**config.mk**
```make
export PLATFORM = sky130hd
export DESIGN_NAME = payload_reader
export DESIGN_NICKNAME = d
export VERILOG_FILES = /design/src/hdl/ice_pkg.sv /design/src/hdl/payload_reader.sv
export VERILOG_INCLUDE_DIRS = /design/src /design/src/hdl
export SDC_FILE = /design/constraint.sdc
export NUM_CORES = 1
export LEC_CHECK = 0
export BUFFER_PORTS_ARGS = -buffer_cell sky130_fd_sc_hd__buf_2
export CORE_MARGIN = 1
export CORE_UTILIZATION = 54
export CTS_CLUSTER_DIAMETER = 50
export DETAILED_ROUTE_END_ITERATION = 7
export PLACE_DENSITY = 0.88
export SYNTH_ARGS = -nofsm -noshare
export SYNTH_HDL_FRONTEND = slang
export SYNTH_SLANG_ARGS = --single-unit
```
**constraint.sdc**
```tcl
create_clock -name clk -period 4.53 [get_ports clk]
set_input_delay 0.906 -clock clk [delete_from_list [all_inputs] [get_ports clk]]
set_output_delay 0.906 -clock clk [all_outputs]
set_load 0.02 [all_outputs]
```
**src/hdl/ice_config.svh**
```systemverilog
`ifndef ICE_CONFIG_SVH
`define ICE_CONFIG_SVH

// Ring buffer geometry.
`define FRAME_ADDR_W 9
`define FRAME_DEPTH 512

// Length/flag byte values with a special meaning.
`define HDR_EMPTY_MARK 8'h00
`define HDR_FRAGMENT_MARK 8'hFF

`endif

```
**src/hdl/ice_pkg.sv**
```systemverilog
package ice_pkg;

	typedef struct packed {
		logic       unwritten; // Address equals head.
		logic [7:0] data;
	} frame_word_t;

	typedef enum logic [1:0] {
		hdr_idle,
		hdr_record_eid,
		hdr_skip_len,
		hdr_wait
	} hdr_state_t;

	typedef enum logic [1:0] {
		wr_idle,
		wr_ack,
		wr_closed
	} wr_state_t;

	typedef enum logic [1:0] {
		rd_idle,
		rd_fetch,
		rd_req,
		rd_ack_wait
	} rd_state_t;

endpackage

```
**src/hdl/payload_reader.sv**
```systemverilog
`include "ice_config.svh"

module payload_reader
	import ice_pkg::*;
(
	input  logic                     clk,
	input  logic                     rst,
	input  logic                     header_done,
	input  logic                     packet_is_empty,
	input  logic                     frame_closed,
	input  frame_word_t              rd_data,
	input  logic [`FRAME_ADDR_W-1:0] in_frame_tail,
	input  logic                     payload_ack,
	output logic [`FRAME_ADDR_W-1:0] rd_addr,
	output logic                     in_frame_next,
	output logic                     payload_req,
	output logic [7:0]               payload_data,
	output logic                     frame_release
);

	rd_state_t                state;
	logic [`FRAME_ADDR_W-1:0] rd_offset;
	logic                     hold_off;

	assign rd_addr = in_frame_tail + rd_offset + 2'd3; // Payload follows the header.
	assign payload_req = (state == rd_req);
	assign in_frame_next = (state == rd_ack_wait) && !payload_ack;
	assign frame_release = (state == rd_fetch) && frame_closed &&
		(packet_is_empty || rd_data.unwritten);

	always_ff @(posedge clk) begin
		if (rst) begin
			state <= rd_idle;
			rd_offset <= '0;
			hold_off <= 1'b0;
		end else begin
			case (state)
				rd_idle: begin
					rd_offset <= '0;
					if (header_done && !hold_off) begin
						state <= rd_fetch;
					end
				end
				rd_fetch: begin
					if (frame_release) begin
						state <= rd_idle;
					end else if (!packet_is_empty && !rd_data.unwritten) begin
						state <= rd_req;
					end
				end
				rd_req: begin
					if (payload_ack) begin
						state <= rd_ack_wait;
					end
				end
				rd_ack_wait: begin
					if (!payload_ack) begin
						state <= rd_fetch;
						rd_offset <= rd_offset + 1'b1;
					end
				end
				default: state <= rd_idle;
			endcase

			// header_done of the released frame lingers a couple of cycles.
			if (frame_release) begin
				hold_off <= 1'b1;
			end else if (!header_done) begin
				hold_off <= 1'b0;
			end
		end
	end

	always_ff @(posedge clk) begin
		if (state == rd_fetch && !rd_data.unwritten) begin
			payload_data <= rd_data.data;
		end
	end

	// Presented byte stays the buffer word until the host takes it.
	data_stable_in_req: assert property (
		@(posedge clk) disable iff (rst)
		payload_req |-> !rd_data.unwritten && (payload_data == rd_data.data)
	);

endmodule

```
Word-level counts from Yosys, hierarchy flattened:

Cells that the tools add are included.

* word-level logic and storage cells: 40
* memories: 0
* latch bits: 0
* RAM bits: 0
* memory bits (read-only): 0
* bits in registers: 20

* add/subtract/negate cells: 3
* bitwise logic cells: 0
* order comparisons: 0
* mux-type cells: 10
* divide/modulo/power cells: 0
* shift-type cells: 0
* equality and inequality tests: 8
* multipliers: 0
* reductions and logical operators: 15

Operators by type and width (number)
* 9-bit one-hot mux with 2 select lines: 1
* 2-bit two-way mux: 5
* 9-bit by 1-bit adder with 9-bit output, second input constant: 1
* 9-bit by 2-bit adder with 9-bit output, second input constant: 1
* 9-bit adder: 1
* 9-bit two-way mux: 1
* 2-bit one-hot mux with 4 select lines: 1
* 1-bit logical AND: 6
* 2-bit inequality test, second input constant: 3
* 2-bit == test, second input constant: 2
* 1-bit logical NOT: 4
* 4-bit AND reduction: 1
* 3-bit inequality test, second input constant: 1
* 2-bit by 1-bit == test with 1-bit output, second input constant: 1
* 2-bit logical NOT: 1
* 1-bit two-way mux: 2
* 2-bit by 1-bit inequality test with 1-bit output, second input constant: 1
* 2-bit AND reduction: 1
* 2-bit nonzero test: 1
* 1-bit logical OR: 1

Longest topological paths before layout:

Gate-level depths: netlist (run 1).

* depth in word-level cells: 5
* depth in mapped cells: 10
* depth with buffers taken out: 10

Worst setup path after synthesis (run 1):

No wires, ideal clock.

* kind: input port to output port
* from: in in_frame_tail[1]
* to: out rd_addr[7]
* required time: 3.624 ns
* path buffers: 0
* slack: 1.070 ns
* cell stages on the path: 10
* data arrival time: 2.554 ns
* path through: inv_1 -> ha_1 -> inv_1 -> ha_1 -> inv_1 -> fa_1 -> nor2b_1 -> o31a_1 -> or4_1 -> nand3_1

* word-level cells in the longest chain between the ends: 2

RTL lines
* start, declared: line payload_reader.sv:12 `` input logic [`FRAME_ADDR_W-1:0] in_frame_tail, ``
* 9-bit adder: line payload_reader.sv:25 `assign rd_addr = in_frame_tail + rd_offset + 2'd3;`
* 9-bit by 2-bit adder with 9-bit output: line payload_reader.sv:25
* end, declared: line payload_reader.sv:14 `` output logic [`FRAME_ADDR_W-1:0] rd_addr, ``

No other way between the ends.

Worst setup path after layout (run 1):

Same ends and word-level chain as after synthesis.

==> flow_metrics.env, run 1 <==
export IMPL_run_status="complete, no violations"
export IMPL_routed_via_density=5.54
export IMPL_fin_tns_setup_ns=0
export IMPL_min_period_ns=3.73
export IMPL_die_y_um=52.0
export IMPL_yosys_register_bits=20
export IMPL_cp_required_ns=3.62
export IMPL_holdPathEnd="hold_off"
export IMPL_design_core_area_um2=2280
export IMPL_slowest_stage="or4_1"
export IMPL_worst_setup_path_end_kind="output pin"
export IMPL_rr_worst_depth=5
export IMPL_post_cts_buffers=0
export IMPL_die_area_um2=2710
export IMPL_final_hold_violation_count=0
export IMPL_ant_nets=0
export IMPL_cp_common_cell="inv_1"
export IMPL_start_util_pct=59.4
export IMPL_dr_pass1_iters=5
export IMPL_syn_inst=142
export IMPL_grt_pass1_vias=1079
export IMPL_nets=234
export IMPL_io_buffer_count=43
export IMPL_path_max_fanout=3
export IMPL_yosysMostFrequentCell="ha_1"
export IMPL_power_w=0.000436
export IMPL_regToRegEndpoint="rd_offset[8]"
export IMPL_layout_drive_gt1_share_pct=26.7
export IMPL_critPathArrivalTime_ns=2.82
export IMPL_hold_path_class="register to register"
export IMPL_via_count=1191
export IMPL_routed_wl_um=2790
export IMPL_clock_sinks=20
export IMPL_finalSetupViolations=0
export IMPL_path_clk_slew_ns=0.11
export IMPL_synth_top_area_share_pct=19.4
export IMPL_gr_total_overflow=0
export IMPL_start_kind="primary input"
export IMPL_clk_insertion_delay_late_ns=0.29
export IMPL_tritoncts="built"
export IMPL_maxSlewHeadroom_pct=58.0
export IMPL_p_leak_nw=0.787
export IMPL_worst_slew_pin_transition_ns=0.629
export IMPL_critical_path_class="primary input to output pin"
export IMPL_vdd_ir_drop_worst_mv=0.240
export IMPL_cts_buffers=3
export IMPL_grt_max_degree=13
export IMPL_n_fill_cell=171
export IMPL_min_from="hold_off"
export IMPL_clock_root_buffer="clkbuf_4"
export IMPL_cp_slowest_stage_delay_ns=0.40
export IMPL_rsz0062_at_grt="no"
export IMPL_synth_common_cells="ha_1 (21), inv_1 (19), a21oi_1 (14), dfxtp_1 (12), edfxtp_1 (8)"
export IMPL_synth_area_um2=1350
export IMPL_drc=0
export IMPL_drt_iter0_markers=21
export IMPL_powerDensity_nw_per_um2=266
export IMPL_cts_resized=0
export IMPL_period_share_pct=82.3
export IMPL_syn_nets=188
export IMPL_synth_largest_area_cell="ha_1"
export IMPL_r2r_slack_ns=2.82
export IMPL_r2r_start="state[0]"
export IMPL_cp_cell_sequence="buf_2 -> inv_1 -> ha_1 -> inv_1 -> ha_1 -> inv_1 -> fa_1 -> nor2b_1 -> o31a_1 -> or4_1 -> nand3_1 -> buf_2"
export IMPL_finClkSkew_ns=0.00120
export IMPL_wl_per_cell_um=13.0
export IMPL_syn_area_per_cell_um2=9.52
export IMPL_place_congestion=0.786
export IMPL_synth_edff_count=8
export IMPL_grt_pass1_wl_um=4520
export IMPL_ys_warn_count=0
export IMPL_seq_area_frac_synth_pct=35.5
export IMPL_crit_buf_inv=5
export IMPL_place_ws_ns=0.848
export IMPL_fmax_ghz=0.268
export IMPL_io_pins=44
export IMPL_critPathTopFamily="adder cells"
export IMPL_syn_to_final_growth_pct=21.3
export IMPL_rows=17
export IMPL_place_hpwl_um=2200
export IMPL_ys_async_sr_fraction_pct=0
export IMPL_setup_ws_ns=0.802
export IMPL_synth_area_top_cells="ha_1 (19%), dfxtp_1 (18%), edfxtp_1 (18%)"
export IMPL_slew_viol_final=0
export IMPL_die_w_um=52.0
export IMPL_ys_types=36
export IMPL_cts_buffer_depth=2
export IMPL_antenna_found_initial=0
export IMPL_drv_cap=0
export IMPL_holdPathStages=2
export IMPL_cts_max_level=1
export IMPL_synth_flop_cell="dfxtp_1"
export IMPL_gr_usage_all_layers_pct=22.6
export IMPL_antennaDiodeCount=0
export IMPL_holdBufCountCts=0
==> cells in the final DEF (no fill, tap or decap), types with 5 or more instances in the layout <==
master    synthesis  layout
ha_1             21      21
edfxtp_1          8       8
buf_2             0      43
xnor2_1           5       5
inv_1            19      19
nand3_1           7       7
nor2_1            7       7
dfxtp_1          12      12
nand2_1           6       6
a21oi_1          14      14
==> worst max path at each step <==
stage	cells after the start	endpoint	slack (ns)	startpoint
global route	12	rd_addr[7]	0.69	in_frame_tail[1]
CTS	12	rd_addr[7]	0.81	in_frame_tail[1]
detailed placement	12	rd_addr[7]	0.85	in_frame_tail[1]
global placement	12	rd_addr[7]	0.91	in_frame_tail[1]
finish	12	rd_addr[7]	0.80	in_frame_tail[1]
floorplan	10	rd_addr[7]	1.07	in_frame_tail[1]
==> flip-flops by register name (all words and copies together), names as in the netlist <==
register,cells
rd_offset,9
hold_off,1
payload_data,8
state,2
==> cell type report <==
class | count | area, µm² | area share [%]
multi-input combinational | 101 | 786 | 47.9
inverter | 19 | 71.3 | 4.35
timing repair buffer | 43 | 215 | 13.1
clock inverter | 1 | 30.0 | 1.83
clock buffer | 3 | 22.5 | 1.37
sequential | 20 | 480 | 29.3
tap | 28 | 35.0 | 2.14
==> tightest hold or removal path, cell delays in order (launching register included) <==
cell and delay (ns):
dfxtp_1 0.35, a21oi_1 0.06, nor2_1 0.08
==> layer usage <==
layer  global-route usage [%]  vias up  share of wire (%)
li1                         -      595                  -
met1                     26.9      561                 41
met2                     41.5       26                 55
met3                     1.75        9                2.5
met4                     9.01        0                1.9
met5                        0        -                  0
==> power by group <==
group	total [W]	internal [W]	switching, W	leakage, nW
Sequential	0.000199	0.000195	0.00000375	0.170
Combinational	0.0000953	0.0000372	0.0000582	0.589
Clock	0.000142	0.0000893	0.0000528	0.0279
Total	0.000436	0.000322	0.000115	0.787
==> stage by stage <==
step | area [µm²] | utilization, % | hold slack (ns) | instances
2_1_floorplan | 1350 | - | 0.457 | 142
3_3_place_gp | 1590 | 69.8 | 0.469 | 211
3_5_place_dp | 1590 | 69.8 | 0.482 | 211
4_1_cts | 1640 | 72.1 | 0.510 | 215
5_1_grt | 1640 | 72.1 | 0.536 | 215
6_report | 1640 | 72.1 | 0.508 | 215
==> cells by family after synthesis <==
| kind of cell | share of synthesized area, % |
|---|---|
| and+or+nand+nor | 16.8 |
| AOI/OAI and AO/OA | 14.4 |
| adders and majority gates | 20.9 |
| buffers and inverters | 6.38 |
| DFF | 35.5 |
| xor gates and xnor gates | 5.18 |
| muxes | 0.740 |
Note: power is estimated with default switching activity, not from simulation.
==> inputs of run 2 (changes only) <==
--- a/config.mk
+++ b/config.mk
@@ -6,12 +6,13 @@
 export SDC_FILE = /design/constraint.sdc
 export NUM_CORES = 1
 export LEC_CHECK = 0
+export ABC_AREA = 1
 export BUFFER_PORTS_ARGS = -buffer_cell sky130_fd_sc_hd__buf_2
 export CORE_MARGIN = 1
-export CORE_UTILIZATION = 54
+export CORE_UTILIZATION = 46
 export CTS_CLUSTER_DIAMETER = 50
 export DETAILED_ROUTE_END_ITERATION = 7
-export PLACE_DENSITY = 0.88
+export PLACE_DENSITY = 0.8
 export SYNTH_ARGS = -nofsm -noshare
 export SYNTH_HDL_FRONTEND = slang
 export SYNTH_SLANG_ARGS = --single-unit
==> constraint.sdc (replaced) <==
create_clock -name clk -period 3.1 [get_ports clk]
set_input_delay 0.62 -clock clk [delete_from_list [all_inputs] [get_ports clk]]
set_output_delay 0.62 -clock clk [all_outputs]
set_load 0.02 [all_outputs]
==> run 2 against run 1 <==
The run now ends with design-rule violations left. Utilization is 14 points lower. Combinational power rose to 3.5 times the previous value. Sequential power grew 65%. Global-route usage is 5.5 points lower. First-iteration DRC count grew 95%. Design area grew 6.9%. Setup slack worse by 0.57 ns. Die area grew 25%.
==> flow_metrics.env, run 2 <==
export IMPL_synth_common_cells="nand2_1 (52), inv_1 (43), ha_1 (21), nor2_1 (14), dfxtp_1 (12)"
export IMPL_slew_viol_final=0
export IMPL_wl_per_cell_um=8.90
export IMPL_drt_iter0_markers=41
export IMPL_hold_path_class="register to register"
export IMPL_path_max_fanout=2
export IMPL_final_hold_violation_count=0
export IMPL_r2r_slack_ns=1.54
export IMPL_clk_insertion_delay_late_ns=0.31
export IMPL_dr_pass1_iters=8
export IMPL_layout_drive_gt1_share_pct=23.6
export IMPL_vdd_ir_drop_worst_mv=0.365
export IMPL_cp_cell_sequence="buf_2 -> inv_1 -> ha_1 -> inv_1 -> ha_1 -> inv_1 -> fa_1 -> o21ai_2 -> nand2_1 -> nand2_1 -> nand2_1 -> nand2_1 -> buf_2"
export IMPL_clock_sinks=20
export IMPL_finalSetupViolations=0
export IMPL_clock_root_buffer="clkbuf_4"
export IMPL_yosysMostFrequentCell="nand2_1"
export IMPL_maxSlewHeadroom_pct=57.6
export IMPL_r2r_start="state[1]"
export IMPL_p_sw_share_pct=40.6
export IMPL_largest_reg_flops=9
export IMPL_grt_pass1_wl_um=4490
export IMPL_tritoncts="built"
export IMPL_place_congestion=0.780
export IMPL_setup_ws_ns=0.227
export IMPL_start_kind="primary input"
export IMPL_place_hpwl_um=2100
export IMPL_p_seq_share_pct=41.4
export IMPL_violations="design-rule violations"
export IMPL_powerDensity_nw_per_um2=454
export IMPL_final_cell_mix="nand2_1 (52), inv_1 (43), buf_2 (43)"
export IMPL_worst_setup_path_end_kind="output pin"
export IMPL_comb_power_share_pct=42.3
export IMPL_start_util_pct=48.0
export IMPL_gr_total_overflow=0
export IMPL_antennaDiodeCount=0
export IMPL_mostFrequentLayoutCell="nand2_1"
export IMPL_cp_common_cell="nand2_1"
export IMPL_fin_tns_setup_ns=0
export IMPL_worst_slew_pin_transition_ns=0.634
export IMPL_routed_wl_um=2550
export IMPL_die_y_um=58.2
export IMPL_grt_pass1_vias=1118
export IMPL_routed_via_density=4.59
export IMPL_reg_top3="rd_offset x9, payload_data x8, state x2"
export IMPL_critPathTopFamily="adder cells"
export IMPL_synth_top_area_share_pct=18.1
export IMPL_io_pins=44
export IMPL_syn_inst=195
export IMPL_cts_resized=0
export IMPL_power_w=0.000796
export IMPL_seq_area_frac_synth_pct=33.1
export IMPL_path_clk_slew_ns=0.11
export IMPL_internal_power_w=0.000473
export IMPL_synth_edff_count=8
export IMPL_antenna_found_initial=0
export IMPL_drv_cap=0
export IMPL_cp_required_ns=2.48
export IMPL_cts_buffers=3
export IMPL_ys_warn_count=0
export IMPL_gr_usage_all_layers_pct=17.1
export IMPL_p_clk_share_pct=16.3
export IMPL_design_core_area_um2=3030
export IMPL_synth_area_um2=1450
export IMPL_final_cells=286
export IMPL_drc=1
export IMPL_cts_max_level=1
export IMPL_syn_area_per_cell_um2=7.45
export IMPL_slowest_stage="fa_1"
export IMPL_critical_path_class="primary input to output pin"
export IMPL_rsz0062_at_grt="no"
export IMPL_finClkSkew_ns=0.00431
export IMPL_syn_nets=241
export IMPL_critPathLaunch="in_frame_tail[1]"
export IMPL_via_count=1312
export IMPL_die_w_um=58.2
export IMPL_place_area_um2=1720
export IMPL_holdBufCountCts=0
export IMPL_dp_cells=282
export IMPL_synth_flop_cell="dfxtp_1"
export IMPL_min_period_ns=2.87
export IMPL_period_share_pct=92.7
export IMPL_critPathArrivalTime_ns=2.25
export IMPL_ys_types=24
export IMPL_fin_area_um2=1750
export IMPL_die_area_um2=3390
export IMPL_ant_nets=0
export IMPL_run_status="finished, violations left"
export IMPL_p_leak_nw=0.977
export IMPL_cp_slowest_stage_delay_ns=0.42
export IMPL_syn_to_final_growth_pct=20.8
export IMPL_rows=20
export IMPL_cts_buffer_depth=2
export IMPL_io_buffer_count=43
export IMPL_p_sw_w=0.000323
export IMPL_min_from="hold_off"
export IMPL_crit_buf_inv=5
export IMPL_yosys_register_bits=20
export IMPL_synth_area_top_cells="ha_1 (18%), dfxtp_1 (17%), edfxtp_1 (17%)"
export IMPL_grt_max_degree=12
export IMPL_place_ws_ns=0.192
export IMPL_largest_register="rd_offset"
export IMPL_ys_async_sr_fraction_pct=0
export IMPL_nets=289
export IMPL_post_cts_buffers=0
export IMPL_synth_largest_area_cell="ha_1"
export IMPL_fmax_ghz=0.348
-- run 2: cell types whose count changed in the layout (fill, tap and decap cells not counted), sizes merged, moves of 3 or more --
| cell | delta |
|---|---|
| inv | +25 |
| nand2 | +49 |
| o21ai | +4 |
| nor2 | +8 |
| xnor2 | -3 |
| a21oi | -3 |
| nor2b | -3 |
-- run 2: logic make-up (layout without fill, tap and decap cells) --
logic type,count (synthesis),after routing,share of synthesized area [%]
buffers and inverters,44,91,11.4
flip-flops,20,20,33.1
adder cells (fa/ha/maj),22,22,19.5
AO/OA/AOI/OAI,22,22,8.18
AND/OR/NAND/NOR,82,82,24.9
XOR/XNOR,5,5,3.02
-- run 2: power by group through the flow --
stage | clock network [W] | registers (W) | logic (W)
after floorplan | 0 | 0.000353 | 0.000229
after global placement | 0 | 0.000335 | 0.000334
after detailed placement | 0 | 0.000336 | 0.000336
after CTS | 0.000135 | 0.000330 | 0.000338
after global routing | 0.000149 | 0.000334 | 0.000384
final | 0.000129 | 0.000329 | 0.000337
-- run 2: worst paths after layout --
kind	to	depth (start not counted)
worst max register to register	payload_data[5]	4
worst min-delay path	hold_off	2
worst max-delay path	rd_addr[7]	13
worst min register to register	hold_off	2
-- run 2: metrics by stage --
step,utilization (%),hold slack [ns]
2_1_floorplan,-,0.427
3_3_place_gp,56.9,0.444
3_5_place_dp,56.9,0.450
4_1_cts,57.8,0.466
5_1_grt,57.9,0.445
6_report,57.9,0.469
-- run 2: cell type report --
| type | count | area (µm²) |
|---|---|---|
| Clock buffer | 3 | 22.5 |
| Clock inverter | 1 | 3.75 |
| Fill cell | 319 | 1270 |
| Inverter | 44 | 165 |
| Multi-Input combinational cell | 131 | 811 |
| Sequential cell | 20 | 482 |
| Tap cell | 44 | 55.1 |
| Timing Repair Buffer | 43 | 215 |
-- run 2: layer usage --
| metal | share of wire, % | GRT usage, % | wire length, µm | vias up |
|---|---|---|---|---|
| li1 | - | - | - | 703 |
| met1 | 46 | 20.3 | 1170 | 581 |
| met2 | 50 | 30.2 | 1270 | 25 |
| met3 | 3.5 | 4.02 | 89 | 3 |
| met4 | 0.79 | 6.12 | 20 | 0 |
| met5 | 0 | 0 | 0 | - |
-- run 2: worst min-delay path, stage by stage (launching register included) --
cell and delay (ns):
dfxtp_1 0.33, nand2_1 0.05, a21oi_1 0.05
==> inputs of run 3 (changes only) <==
--- a/config.mk
+++ b/config.mk
@@ -8,11 +8,12 @@
 export LEC_CHECK = 0
 export ABC_AREA = 1
 export BUFFER_PORTS_ARGS = -buffer_cell sky130_fd_sc_hd__buf_2
-export CORE_MARGIN = 1
+export CORE_MARGIN = 2
 export CORE_UTILIZATION = 46
 export CTS_CLUSTER_DIAMETER = 50
 export DETAILED_ROUTE_END_ITERATION = 7
 export PLACE_DENSITY = 0.8
+export SETUP_SLACK_MARGIN = 0.3
 export SYNTH_ARGS = -nofsm -noshare
 export SYNTH_HDL_FRONTEND = slang
 export SYNTH_SLANG_ARGS = --single-unit
==> run 3 against run 2 <==
The run now ends clean. Combinational power increased by 6%. Clock power increased by 66%. Design area increased by 7.8%. Sequential share of layout area decreased by 1.6 points. First-iteration DRC count decreased by 49%. Total power increased by 13%. Utilization increased by 4.5 points. Global-route usage decreased by 0.48 points. Hold slack got worse by 0.019 ns. Critical path type unchanged. Critical endpoint is now rd_addr[5]. Largest power group unchanged.
==> flow_metrics.env, run 3 (synthesized netlist as in run 2, its figures left out) <==
export IMPL_ant_nets=0
export IMPL_design_core_area_um2=3030
export IMPL_layout_drive_gt1_share_pct=31.2
export IMPL_final_cells=291
export IMPL_final_cell_mix="nand2_1 (51), buf_2 (40), inv_1 (39)"
export IMPL_drv_cap=0
export IMPL_fin_tns_setup_ns=0
export IMPL_cts_max_level=1
export IMPL_die_y_um=60.2
export IMPL_clk_insertion_delay_late_ns=0.30
export IMPL_syn_to_final_growth_pct=30.2
export IMPL_drc=0
export IMPL_slowest_stage="fa_2"
export IMPL_finalSetupViolations=0
export IMPL_mostFrequentLayoutCell="nand2_1"
export IMPL_grt_pass1_wl_um=4580
export IMPL_cp_cell_sequence="buf_6 -> inv_4 -> ha_4 -> inv_4 -> ha_4 -> inv_2 -> fa_2 -> o21ai_2 -> buf_4 -> xor2_1 -> buf_4"
export IMPL_antennaDiodeCount=0
export IMPL_p_leak_nw=1.02
export IMPL_p_sw_w=0.000333
export IMPL_min_period_ns=2.72
export IMPL_reg_top3="rd_offset x9, payload_data x8, state x2"
export IMPL_drt_iter0_markers=21
export IMPL_cp_slowest_stage_delay_ns=0.35
export IMPL_routed_via_density=4.52
export IMPL_start_kind="primary input"
export IMPL_critPathArrivalTime_ns=2.10
export IMPL_worst_setup_path_end_kind="output pin"
export IMPL_p_clk_share_pct=23.8
export IMPL_comb_power_share_pct=39.6
export IMPL_path_clk_slew_ns=0.11
export IMPL_p_sw_share_pct=37.0
export IMPL_routed_wl_um=2770
export IMPL_internal_power_w=0.000567
export IMPL_critical_path_class="primary input to output pin"
export IMPL_vdd_ir_drop_worst_mv=0.505
export IMPL_clock_root_buffer="clkbuf_4"
export IMPL_nets=294
export IMPL_gr_total_overflow=0
export IMPL_r2r_slack_ns=1.53
export IMPL_grt_max_degree=13
export IMPL_path_max_fanout=2
export IMPL_die_area_um2=3620
export IMPL_io_pins=44
export IMPL_cp_required_ns=2.48
export IMPL_io_buffer_count=43
export IMPL_dr_pass1_iters=4
export IMPL_crit_buf_inv=6
export IMPL_tritoncts="built"
export IMPL_rsz0062_at_grt="yes"
export IMPL_clock_sinks=20
export IMPL_place_congestion=0.792
export IMPL_gr_usage_all_layers_pct=16.7
export IMPL_antenna_found_initial=0
export IMPL_cts_buffer_depth=2
export IMPL_hold_path_class="register to register"
export IMPL_grt_pass1_vias=1161
export IMPL_wl_per_cell_um=9.53
export IMPL_run_status="complete, no violations"
export IMPL_holdBufCountCts=0
export IMPL_worst_slew_pin_transition_ns=0.625
export IMPL_finClkSkew_ns=0.00864
export IMPL_powerDensity_nw_per_um2=476
export IMPL_die_w_um=60.2
export IMPL_place_hpwl_um=2200
export IMPL_fmax_ghz=0.368
export IMPL_cts_buffers=3
export IMPL_via_count=1316
export IMPL_critPathTopFamily="adder cells"
export IMPL_p_seq_share_pct=36.6
export IMPL_rows=20
export IMPL_largest_register="rd_offset"
export IMPL_maxSlewHeadroom_pct=58.2
export IMPL_dp_cells=282
export IMPL_largest_reg_flops=9
export IMPL_final_hold_violation_count=0
export IMPL_slew_viol_final=0
export IMPL_period_share_pct=87.8
export IMPL_start_util_pct=48.0
==> run 3: changes by cell type in the layout (fill, tap and decap cells not counted), sizes merged <==
cell	delta
buf	+5
bufinv	+1
clkinv	-1
==> run 3: stage by stage <==
| step | hold slack [ns] | utilization, % | setup WS, ns | area, µm² | total power, W |
|---|---|---|---|---|---|
| CTS | 0.472 | 59.9 | 0.300 | 1810 | 0.000894 |
| global route | 0.465 | 62.5 | 0.291 | 1890 | 0.000967 |
| global placement | 0.442 | 56.9 | 0.225 | 1720 | 0.000669 |
| floorplan | 0.427 | - | 0.359 | 1450 | 0.000582 |
| detailed placement | 0.458 | 56.9 | 0.170 | 1720 | 0.000676 |
| finish | 0.450 | 62.5 | 0.379 | 1890 | 0.000900 |
==> run 3: power groups by stage <==
| stage | registers (W) | clock network (W) | logic [W] |
|---|---|---|---|
| 4_1_cts | 0.000331 | 0.000217 | 0.000346 |
| 2_1_floorplan | 0.000353 | 0 | 0.000229 |
| 6_report | 0.000329 | 0.000214 | 0.000356 |
| 3_3_place_gp | 0.000335 | 0 | 0.000334 |
| 5_1_grt | 0.000334 | 0.000227 | 0.000406 |
| 3_5_place_dp | 0.000336 | 0 | 0.000339 |
==> run 3: final timing paths <==
check	start	depth (start not counted)	end
worst max-delay path	in_frame_tail[1]	11	rd_addr[5]
worst min-delay path	rd_offset[0]	1	rd_offset[0]
worst max register to register	state[1]	4	payload_data[0]
worst min register to register	rd_offset[0]	1	rd_offset[0]
==> run 3: metal layers <==
layer  vias to the layer above  routed length, µm  global-route usage, %
met4                         0                 19                   2.86
met1                       583               1230                   19.1
met2                        17               1450                   31.4
met5                         -                  0                      0
met3                         2                 77                   3.90
li1                        714                  -                      -
==> run 3: area by class of cell <==
cell class,count,area (µm²)
Fill cell,262,1140
Multi-Input combinational cell,131,857
Sequential cell,20,489
Timing Repair Buffer,48,268
Inverter,44,170
Tap cell,44,55.1
Clock inverter,1,30.0
Clock buffer,3,22.5
==> run 3: repair_timing <==
| item | in CTS | in global routing |
|---|---|---|
| gates resized for setup | 7 | 17 |
| pin swaps | 5 | 8 |
| buffers inserted | 3 | 2 |
| hold endpoints to repair | 0 | 0 |
| setup endpoints to repair | 2 | 5 |
